$ cat config.mk
export PLATFORM = sky130hd
export DESIGN_NAME = text_video_top
export DESIGN_NICKNAME = d
export VERILOG_FILES = /design/src/verilog/text_video_pkg.sv /design/src/verilog/cmd_decoder.sv /design/src/verilog/glyph_pixel_gen.sv /design/src/verilog/sync_timer.sv /design/src/verilog/text_mem.sv /design/src/verilog/text_video_top.sv
export SDC_FILE = /design/constraint.sdc
export NUM_CORES = 2
export LEC_CHECK = 0
export ABC_AREA = 1
export BUFFER_PORTS_ARGS = -buffer_cell sky130_fd_sc_hd__buf_2
export CAP_MARGIN = 30
export CORE_MARGIN = 2
export CORE_UTILIZATION = 50
export CTS_BUF_LIST = sky130_fd_sc_hd__clkbuf_4 sky130_fd_sc_hd__clkbuf_8
export CTS_CLUSTER_SIZE = 24
export DETAILED_ROUTE_END_ITERATION = 12
export HOLD_SLACK_MARGIN = 0.06
export PLACE_DENSITY = 0.65
export SLEW_MARGIN = 5
export SYNTH_ARGS = -nofsm -noshare
export SYNTH_HDL_FRONTEND = slang
export SYNTH_HIERARCHICAL = 1
export SYNTH_SLANG_ARGS = --single-unit
$ cat constraint.sdc
create_clock -name clk -period 2.4 [get_ports clk]
set_input_delay 0.12 -clock clk [delete_from_list [all_inputs] [get_ports clk]]
set_output_delay 0.12 -clock clk [all_outputs]
set_load 0.03 [all_outputs]
$ cat src/verilog/text_video_pkg.sv
//////////////////////////////////////////////////////////////////////
// shared timing, memory geometry, colours and encodings for the text
// video generator; cells are 8 pixels wide and H_TOTAL is a multiple of 8
//////////////////////////////////////////////////////////////////////
`default_nettype none

package text_video_pkg;

  //////////////////////////////////////////////////////////////////////
  // raster timing, kept tiny so a simulation covers whole frames
  //////////////////////////////////////////////////////////////////////
  localparam int H_VISIBLE = 64;
  localparam int H_FRONT   = 4;
  localparam int H_SYNC    = 8;
  localparam int H_BACK    = 4;
  localparam int H_TOTAL   = H_VISIBLE + H_FRONT + H_SYNC + H_BACK;
  localparam int V_VISIBLE = 32;
  localparam int V_FRONT   = 2;
  localparam int V_SYNC    = 3;
  localparam int V_BACK    = 3;
  localparam int V_TOTAL   = V_VISIBLE + V_FRONT + V_SYNC + V_BACK;

  // both counters need 7 bits (80 pixels, 40 lines)
  localparam int HCOUNT_W = 7;
  localparam int VCOUNT_W = 7;

  // character cell geometry
  localparam int GLYPH_W   = 8;
  localparam int GLYPH_H   = 16;
  localparam int TEXT_COLS = 8;
  localparam int TEXT_ROWS = 2;

  // memory sizes
  localparam int BYTE_W      = 8;
  localparam int CHAR_BYTES  = TEXT_COLS * TEXT_ROWS;
  localparam int CHAR_ADDR_W = 4;
  localparam int GLYPHS      = 16;
  localparam int FONT_BYTES  = GLYPHS * GLYPH_H;
  localparam int FONT_ADDR_W = 8;

  // cycles from hcount to the matching rgb/de/sync outputs
  localparam int PIXEL_LATENCY = 4;

  // yellow text on a dark purple background
  localparam logic [3:0] FG_RED   = 4'hf;
  localparam logic [3:0] FG_GREEN = 4'hf;
  localparam logic [3:0] FG_BLUE  = 4'h0;
  localparam logic [3:0] BG_RED   = 4'h2;
  localparam logic [3:0] BG_GREEN = 4'h0;
  localparam logic [3:0] BG_BLUE  = 4'h8;

  // command opcodes; anything else in idle is a bad command
  typedef enum logic [7:0] {
    OP_NONE       = 8'h00,
    OP_LOAD_FONT  = 8'h80,
    OP_LOAD_CHARS = 8'h82
  } cmd_opcode_e;

  // command decoder states
  typedef enum logic [1:0] {
    CMD_IDLE      = 2'd0,
    CMD_FONT_DATA = 2'd1,
    CMD_CHAR_DATA = 2'd2
  } cmd_state_e;

endpackage

`default_nettype wire

$ cat src/verilog/cmd_decoder.sv
//////////////////////////////////////////////////////////////////////
// command byte decoder, one byte per cmd_valid strobe, no back-pressure;
// bytes inside a load are always data, opcodes only count in idle
//////////////////////////////////////////////////////////////////////
`timescale 1ns/1ps
`default_nettype none

module cmd_decoder
(
  input  logic                                   clk,
  input  logic                                   rst_n,
  input  logic                                   cmd_valid,
  input  logic [text_video_pkg::BYTE_W-1:0]      cmd_data,
  output logic                                   font_we,
  output logic [text_video_pkg::FONT_ADDR_W-1:0] font_waddr,
  output logic [text_video_pkg::BYTE_W-1:0]      font_wdata,
  output logic                                   char_we,
  output logic [text_video_pkg::CHAR_ADDR_W-1:0] char_waddr,
  output logic [text_video_pkg::BYTE_W-1:0]      char_wdata,
  output logic                                   bad_cmd
);

  import text_video_pkg::*;

  cmd_state_e state;

  // byte counter, sized for the larger font load
  logic [FONT_ADDR_W-1:0] byte_cnt;
  logic                   last_font;
  logic                   last_char;

  // write address and data, shared by both memory ports
  logic [FONT_ADDR_W-1:0] wr_addr;
  logic [BYTE_W-1:0]      wr_data;

  assign last_font = (byte_cnt == FONT_ADDR_W'(FONT_BYTES - 1));
  assign last_char = (byte_cnt == FONT_ADDR_W'(CHAR_BYTES - 1));

  //////////////////////////////////////////////////////////////////////
  // FSM
  //////////////////////////////////////////////////////////////////////

  always_ff @(posedge clk or negedge rst_n)
  begin
    if (!rst_n)
    begin
      state    <= CMD_IDLE;
      byte_cnt <= '0;
      font_we  <= 1'b0;
      char_we  <= 1'b0;
      bad_cmd  <= 1'b0;
    end
    else
    begin
      // write strobes last a single cycle
      font_we <= 1'b0;
      char_we <= 1'b0;
      if (cmd_valid)
      begin
        case (state)
          CMD_IDLE:
          begin
            byte_cnt <= '0;
            case (cmd_data)
              OP_LOAD_FONT:  state <= CMD_FONT_DATA;
              OP_LOAD_CHARS: state <= CMD_CHAR_DATA;
              // unknown byte is dropped, flag is sticky until reset
              default:       bad_cmd <= 1'b1;
            endcase
          end
          CMD_FONT_DATA:
          begin
            font_we  <= 1'b1;
            byte_cnt <= byte_cnt + 1'b1;
            if (last_font)
              state <= CMD_IDLE;
          end
          CMD_CHAR_DATA:
          begin
            char_we  <= 1'b1;
            byte_cnt <= byte_cnt + 1'b1;
            if (last_char)
              state <= CMD_IDLE;
          end
          default: state <= CMD_IDLE;
        endcase
      end
    end
  end

  //////////////////////////////////////////////////////////////////////
  // write port
  //////////////////////////////////////////////////////////////////////

  // capture every byte; only the strobes decide what gets written
  always_ff @(posedge clk)
  begin
    if (cmd_valid)
    begin
      wr_addr <= byte_cnt;
      wr_data <= cmd_data;
    end
  end

  assign font_waddr = wr_addr;
  assign font_wdata = wr_data;
  // character memory is small, low counter bits only
  assign char_waddr = wr_addr[CHAR_ADDR_W-1:0];
  assign char_wdata = wr_data;

endmodule

`default_nettype wire

$ cat src/verilog/glyph_pixel_gen.sv
//////////////////////////////////////////////////////////////////////
// character fetch, glyph fetch and pixel shifter; outputs trail hcount
// by PIXEL_LATENCY cycles, fetch phases assume 8-pixel cells
//////////////////////////////////////////////////////////////////////
`timescale 1ns/1ps
`default_nettype none

module glyph_pixel_gen
(
  input  logic                                   clk,
  input  logic                                   rst_n,
  input  logic [text_video_pkg::HCOUNT_W-1:0]    hcount,
  input  logic [text_video_pkg::VCOUNT_W-1:0]    vcount,
  input  logic                                   line_visible,
  input  logic                                   frame_visible,
  input  logic                                   hsync_in,
  input  logic                                   vsync_in,
  output logic [text_video_pkg::CHAR_ADDR_W-1:0] char_raddr,
  input  logic [text_video_pkg::BYTE_W-1:0]      char_rdata,
  output logic [text_video_pkg::FONT_ADDR_W-1:0] font_raddr,
  input  logic [text_video_pkg::BYTE_W-1:0]      font_rdata,
  output logic [3:0]                             red,
  output logic [3:0]                             green,
  output logic [3:0]                             blue,
  output logic                                   hsync,
  output logic                                   vsync,
  output logic                                   de
);

  import text_video_pkg::*;

  // pixel position inside the current cell
  logic [2:0]             phase;
  // cell and line whose character code is fetched next
  logic [CHAR_ADDR_W-1:0] fetch_col;
  logic [VCOUNT_W-1:0]    fetch_line;
  // glyph row being shifted out, msb is the leftmost pixel
  logic [GLYPH_W-1:0]     pix_shift;
  // delay lines, the output registers make the last stage
  logic [PIXEL_LATENCY-2:0] vis_pipe;
  logic [PIXEL_LATENCY-2:0] hs_pipe;
  logic [PIXEL_LATENCY-2:0] vs_pipe;

  assign phase = hcount[2:0];

  //////////////////////////////////////////////////////////////////////
  // fetch pipeline
  //////////////////////////////////////////////////////////////////////

  // cell c: char address at phase 6 of cell c-1, glyph address at phase 0,
  // shifter load at phase 2, so pixel 8c reaches the colour regs at 8c+4
  always_comb
  begin
    if (hcount == HCOUNT_W'(H_TOTAL - 2))
    begin
      // prefetch for column 0 of the next line
      fetch_col  = '0;
      fetch_line = (vcount == VCOUNT_W'(V_TOTAL - 1)) ? '0 : vcount + 1'b1;
    end
    else
    begin
      // cells past the visible width fetch harmless junk
      fetch_col  = CHAR_ADDR_W'(hcount / GLYPH_W + 1);
      fetch_line = vcount;
    end
  end

  always_ff @(posedge clk)
  begin
    if (phase == 3'd6)
      char_raddr <= CHAR_ADDR_W'((fetch_line / GLYPH_H) * TEXT_COLS + fetch_col);
    // low 4 bits of the code select one of the 16 glyphs
    if (phase == 3'd0)
      font_raddr <= FONT_ADDR_W'({char_rdata[3:0], vcount[3:0]});
    if (phase == 3'd2)
      pix_shift <= font_rdata;
    else
      pix_shift <= pix_shift << 1;
  end

  //////////////////////////////////////////////////////////////////////
  // output stage
  //////////////////////////////////////////////////////////////////////

  always_ff @(posedge clk or negedge rst_n)
  begin
    if (!rst_n)
    begin
      vis_pipe <= '0;
      hs_pipe  <= '1;
      vs_pipe  <= '1;
      de       <= 1'b0;
      hsync    <= 1'b1;
      vsync    <= 1'b1;
      red      <= 4'h0;
      green    <= 4'h0;
      blue     <= 4'h0;
    end
    else
    begin
      // syncs ride the same delay as the pixels
      vis_pipe <= {vis_pipe[PIXEL_LATENCY-3:0], line_visible & frame_visible};
      hs_pipe  <= {hs_pipe[PIXEL_LATENCY-3:0], hsync_in};
      vs_pipe  <= {vs_pipe[PIXEL_LATENCY-3:0], vsync_in};
      de       <= vis_pipe[PIXEL_LATENCY-2];
      hsync    <= hs_pipe[PIXEL_LATENCY-2];
      vsync    <= vs_pipe[PIXEL_LATENCY-2];
      if (!vis_pipe[PIXEL_LATENCY-2])
        {red, green, blue} <= 12'h000;
      else if (pix_shift[GLYPH_W-1])
        {red, green, blue} <= {FG_RED, FG_GREEN, FG_BLUE};
      else
        {red, green, blue} <= {BG_RED, BG_GREEN, BG_BLUE};
    end
  end

endmodule

`default_nettype wire

$ cat src/verilog/sync_timer.sv
//////////////////////////////////////////////////////////////////////
// free-running raster counters; syncs and visible flags are decoded
// straight from the counters, so they carry no extra latency
//////////////////////////////////////////////////////////////////////
`timescale 1ns/1ps
`default_nettype none

module sync_timer
(
  input  logic                                clk,
  input  logic                                rst_n,
  output logic [text_video_pkg::HCOUNT_W-1:0] hcount,
  output logic [text_video_pkg::VCOUNT_W-1:0] vcount,
  output logic                                line_visible,
  output logic                                frame_visible,
  output logic                                hsync,
  output logic                                vsync
);

  import text_video_pkg::*;

  // end of line and end of frame
  logic h_last;
  logic v_last;

  assign h_last = (hcount == HCOUNT_W'(H_TOTAL - 1));
  assign v_last = (vcount == VCOUNT_W'(V_TOTAL - 1));

  //////////////////////////////////////////////////////////////////////
  // counters
  //////////////////////////////////////////////////////////////////////

  // hcount every cycle, vcount once per line at the wrap
  always_ff @(posedge clk or negedge rst_n)
  begin
    if (!rst_n)
    begin
      hcount <= '0;
      vcount <= '0;
    end
    else if (h_last)
    begin
      hcount <= '0;
      if (v_last)
        vcount <= '0;
      else
        vcount <= vcount + 1'b1;
    end
    else
      hcount <= hcount + 1'b1;
  end

  //////////////////////////////////////////////////////////////////////
  // region decode
  //////////////////////////////////////////////////////////////////////

  // visible pixels sit at the start of each line and frame
  assign line_visible  = (hcount < HCOUNT_W'(H_VISIBLE));
  assign frame_visible = (vcount < VCOUNT_W'(V_VISIBLE));

  // sync pulses follow the front porch, both active low
  assign hsync = !((hcount >= HCOUNT_W'(H_VISIBLE + H_FRONT)) &&
                   (hcount <  HCOUNT_W'(H_VISIBLE + H_FRONT + H_SYNC)));
  // whole lines, so vsync edges line up with hcount = 0
  assign vsync = !((vcount >= VCOUNT_W'(V_VISIBLE + V_FRONT)) &&
                   (vcount <  VCOUNT_W'(V_VISIBLE + V_FRONT + V_SYNC)));

endmodule

`default_nettype wire

$ cat src/verilog/text_mem.sv
//////////////////////////////////////////////////////////////////////
// byte-wide memory, one write port and one registered read port;
// same-address read and write in one cycle returns the old byte
//////////////////////////////////////////////////////////////////////
`timescale 1ns/1ps
`default_nettype none

module text_mem
#(
  parameter int DEPTH  = text_video_pkg::FONT_BYTES,
  parameter int ADDR_W = text_video_pkg::FONT_ADDR_W
)
(
  input  logic                              clk,
  input  logic                              we,
  input  logic [ADDR_W-1:0]                 waddr,
  input  logic [text_video_pkg::BYTE_W-1:0] wdata,
  input  logic [ADDR_W-1:0]                 raddr,
  output logic [text_video_pkg::BYTE_W-1:0] rdata
);

  import text_video_pkg::*;

  // contents are undefined until loaded
  logic [BYTE_W-1:0] mem [DEPTH];

  // one cycle read latency
  always_ff @(posedge clk)
  begin
    if (we)
      mem[waddr] <= wdata;
    rdata <= mem[raddr];
  end

endmodule

`default_nettype wire

$ cat src/verilog/text_video_top.sv
//////////////////////////////////////////////////////////////////////
// text video generator top; the command port is synchronous to clk and
// both memories hold junk until the host loads them
//////////////////////////////////////////////////////////////////////
`timescale 1ns/1ps
`default_nettype none

module text_video_top
(
  input  logic                              clk,
  input  logic                              rst_n,
  input  logic                              cmd_valid,
  input  logic [text_video_pkg::BYTE_W-1:0] cmd_data,
  output logic                              hsync,
  output logic                              vsync,
  output logic                              de,
  output logic [3:0]                        red,
  output logic [3:0]                        green,
  output logic [3:0]                        blue,
  output logic                              bad_cmd
);

  import text_video_pkg::*;

  // raster position and undelayed syncs
  logic [HCOUNT_W-1:0]    hcount;
  logic [VCOUNT_W-1:0]    vcount;
  logic                   line_visible;
  logic                   frame_visible;
  logic                   raw_hsync;
  logic                   raw_vsync;
  // glyph memory ports
  logic                   font_we;
  logic [FONT_ADDR_W-1:0] font_waddr;
  logic [BYTE_W-1:0]      font_wdata;
  logic [FONT_ADDR_W-1:0] font_raddr;
  logic [BYTE_W-1:0]      font_rdata;
  // character memory ports
  logic                   char_we;
  logic [CHAR_ADDR_W-1:0] char_waddr;
  logic [BYTE_W-1:0]      char_wdata;
  logic [CHAR_ADDR_W-1:0] char_raddr;
  logic [BYTE_W-1:0]      char_rdata;

  sync_timer timer_i (.clk, .rst_n, .hcount, .vcount, .line_visible, .frame_visible,
                      .hsync(raw_hsync), .vsync(raw_vsync));

  cmd_decoder decoder_i (.clk, .rst_n, .cmd_valid, .cmd_data, .font_we, .font_waddr,
                         .font_wdata, .char_we, .char_waddr, .char_wdata, .bad_cmd);

  // font, 16 glyphs of 16 rows
  text_mem #(.DEPTH(FONT_BYTES), .ADDR_W(FONT_ADDR_W)) glyph_mem_i (
    .clk, .we(font_we), .waddr(font_waddr), .wdata(font_wdata),
    .raddr(font_raddr), .rdata(font_rdata));

  // screen text, one code per cell
  text_mem #(.DEPTH(CHAR_BYTES), .ADDR_W(CHAR_ADDR_W)) char_mem_i (
    .clk, .we(char_we), .waddr(char_waddr), .wdata(char_wdata),
    .raddr(char_raddr), .rdata(char_rdata));

  glyph_pixel_gen pixel_gen_i (.clk, .rst_n, .hcount, .vcount, .line_visible,
                               .frame_visible, .hsync_in(raw_hsync), .vsync_in(raw_vsync),
                               .char_raddr, .char_rdata, .font_raddr, .font_rdata,
                               .red, .green, .blue, .hsync, .vsync, .de);

endmodule

`default_nettype wire
==> impl_summary.log <==
INFO  metric cp.required = 3.35 ns
INFO  metric clock-sinks = 2201
INFO  metric io_buffers = 23
INFO  metric tightestPinTransition = 0.895 ns
INFO  metric syn_inst = 7652
INFO  metric clkLatencyLatePin = 1.08 ns
INFO  metric hpwlAfterDp = 151 mm
INFO  metric drv.max_cap_violation_count = 0
INFO  metric post_drt_via_cell_ratio = 5.76
INFO  metric synthToLayoutAreaGrowth = 18.3%
INFO  metric fin_skew = 0.109 ns
INFO  metric setup_repair_after_global_routing_missed_its_margin = true
INFO  metric worst_hold_slack = 0.188 ns
INFO  metric violations = negative setup slack
INFO  metric total_power = 76.2 mW
INFO  metric critical_path_arrival = 3.39 ns
INFO  metric fmaxAchievable = 410 MHz
INFO  metric synthesis.area_per_instance = 11.7 sq um
INFO  metric pin_count = 27
INFO  metric preCtsSetupSlack = -0.375 ns
INFO  metric critical_path.startpoint_type = flip-flop
INFO  metric final_cell_area = 106000 sq um
INFO  metric filler_cell_count = 14000
INFO  metric clockBufferDepth = 4
INFO  metric routabilityCongestion = 0.901
INFO  metric netSwitchingFraction = 0.209
INFO  metric postLayoutSetupSlackWorst = -0.0362 ns
INFO  metric post-route-min-period = 2.44 ns
INFO  metric maximum_number_of_pins_on_one_net_before_global_route_repair = 139
INFO  metric wl = 254 mm
INFO  metric route.vias.total = 62400
INFO  metric critPathKind = reg -> reg
INFO  metric detail_route.iter0.violations = 8069
INFO  metric sequential_cell_area = 65700 sq um
INFO  metric cts_made_buffers = 364
INFO  metric power.density_cell_area = 718 nW/um^2
INFO  metric hp-class = in -> reg
INFO  metric run_status = finished, violations left
INFO  metric power.leakage = 38.7 nW
INFO  metric placement.cell_area = 96600 sq um
INFO  metric relSlewSlack = 0.403
INFO  metric endpoint_kind = flip-flop
INFO  metric detail_route.wl_per_cell = 23.4 um
INFO  metric peakVddDrop = 661 uV
INFO  metric grt_pass1_wl = 374 mm
INFO  metric first_global_vias = 59400
INFO  metric cts_max_level = 5
INFO  metric clock-root-buffer = sky130_fd_sc_hd__clkbuf_8
INFO  metric combinational_share_of_power = 0.020
INFO  metric syn-cell-area = 89800 sq um
INFO  metric cell_rows = 155
INFO  metric multiInputGateArea = 21900 sq um
INFO  metric seq_power_share = 0.558
INFO  metric layout_commonest_cell = sky130_fd_sc_hd__nand2_1
INFO  metric global_route.overflow_total = 0
INFO  metric cts_tree = built
INFO  metric power_switching = 15.9 mW
INFO  metric initial_core_util = 0.503
INFO  metric layout.cells.most_common_list = sky130_fd_sc_hd__nand2_1 (2281), sky130_fd_sc_hd__edfxtp_1 (2140), sky130_fd_sc_hd__nand3_1 (1929)
INFO  metric cell_internal_pwr = 60.3 mW
INFO  metric die-height = 428 um
INFO  metric fraction_of_final_layout_cells_sized_beyond_drive_strength_1 = 0.174
INFO  metric critPathMaxFanout = 22
INFO  metric setup_violations = 5
INFO  metric gr_util_all_layers = 0.270
INFO  metric hold_violations = 0
INFO  metric die_width = 428 um
INFO  metric drt_pass1_iterations = 6
INFO  metric design.final.nets = 8231
INFO  metric die_area = 183000 sq um
INFO  metric utilization = 0.595
INFO  metric drc = 0
INFO  metric clk_transition_reported_paths = 0.06 ns
INFO  metric antenna_violating_nets_post_route = 0
INFO  metric core_region_area = 178000 sq um
INFO  metric timing.final.crit_share = 1.02
INFO  metric synth_warnings = 6
INFO  metric grt_antenna_before_repair = 2
INFO  metric timing.final.max_slew_violations = 0
INFO  metric p_clk_frac = 0.422
==> power groups by stage <==
stage          registers [mW]  clock network [mW]  logic, mW
2_1_floorplan            43.3                   0      0.529
3_3_place_gp             43.3                   0       1.42
3_5_place_dp             43.3                   0       1.46
4_1_cts                  42.5                32.6       1.49
5_1_grt                  42.5                34.2       1.58
6_report                 42.5                32.2       1.49
==> layout make-up <==
type	count	share of cell area
Multi-Input combinational cell	4784	0.206
Inverter	137	0.00534
Tap cell	2355	0.0277
Antenna cell	5	0.000118
Timing Repair Buffer	724	0.0760
Clock inverter	118	0.00662
Clock buffer	517	0.0593
Sequential cell	2201	0.619
==> per-stage QoR <==
step                      cells  TNS (ns)
final                     10800    -0.128
after global routing      10800    -0.266
after CTS                 10800  -0.00370
after detailed placement  10100     -1.65
after global placement    10100     -1.67
after floorplan            7654         0
==> metal layers <==
metal / global-route usage / routed length (um) / up-vias
met1: 0.378 / 102000 / 30400
met3: 0.0542 / 25700 / 500
met2: 0.420 / 118000 / 3421
met5: 0 / 13 / -
li1: - / - / 28100
met4: 0.0989 / 8340 / 2
==> worst paths after layout <==
kind / from / endpoint / slack, ns / depth (start not counted)
worst max-delay path: pixel_gen_i/font_raddr[0] / glyph_mem_i/rdata[1] / -0.04 / 14
worst min-delay path: cmd_data[7] / decoder_i/bad_cmd / 0.19 / 5
worst max register to register: pixel_gen_i/font_raddr[0] / glyph_mem_i/rdata[1] / -0.04 / 14
worst min register to register: pixel_gen_i/vis_pipe[1] / pixel_gen_i/vis_pipe[2] / 0.35 / 0
max in group asynchronous: rst_n / decoder_i/char_we / 1.95 / 4
min in group asynchronous: rst_n / pixel_gen_i/hs_pipe[1] / 0.22 / 3
==> registers in the layout (all words and copies together), names as in the netlist, 4 cells and up <==
register / cells
glyph_mem_i/mem: 2048
char_mem_i/mem: 64
decoder_i/byte_cnt: 8
decoder_i/char_wdata: 8
decoder_i/font_waddr: 8
glyph_mem_i/rdata: 8
pixel_gen_i/font_raddr: 8
pixel_gen_i/pix_shift: 8
timer_i/hcount: 7
timer_i/vcount: 7
char_mem_i/rdata: 4
pixel_gen_i/char_raddr: 4
==> repair_timing <==
action / 4_1_cts / 5_1_grt
buffers inserted: 12 / 13
setup endpoints to repair: 8 / 8
gates resized for setup: 144 / 134
gates cloned: 17 / 9
endpoints found under the hold margin: 78 / 0
pin swaps: 19 / 36
hold buffers: 22 / 0
==> critical path, stage by stage, from the launching register on <==
cell,delay [ns]
sky130_fd_sc_hd__edfxtp_1,0.42
sky130_fd_sc_hd__buf_4,0.20
sky130_fd_sc_hd__buf_12,0.16
sky130_fd_sc_hd__buf_16,0.17
sky130_fd_sc_hd__buf_8,0.17
sky130_fd_sc_hd__nand2_1,0.06
sky130_fd_sc_hd__nand3_1,0.12
sky130_fd_sc_hd__nand3_1,0.11
sky130_fd_sc_hd__nand3_1,0.14
sky130_fd_sc_hd__nand3_1,0.14
sky130_fd_sc_hd__nand3_1,0.18
sky130_fd_sc_hd__nand3_4,0.19
sky130_fd_sc_hd__nand2_2,0.08
sky130_fd_sc_hd__nand2_2,0.06
sky130_fd_sc_hd__nand2_1,0.07
(Power assumes the default switching activity.)
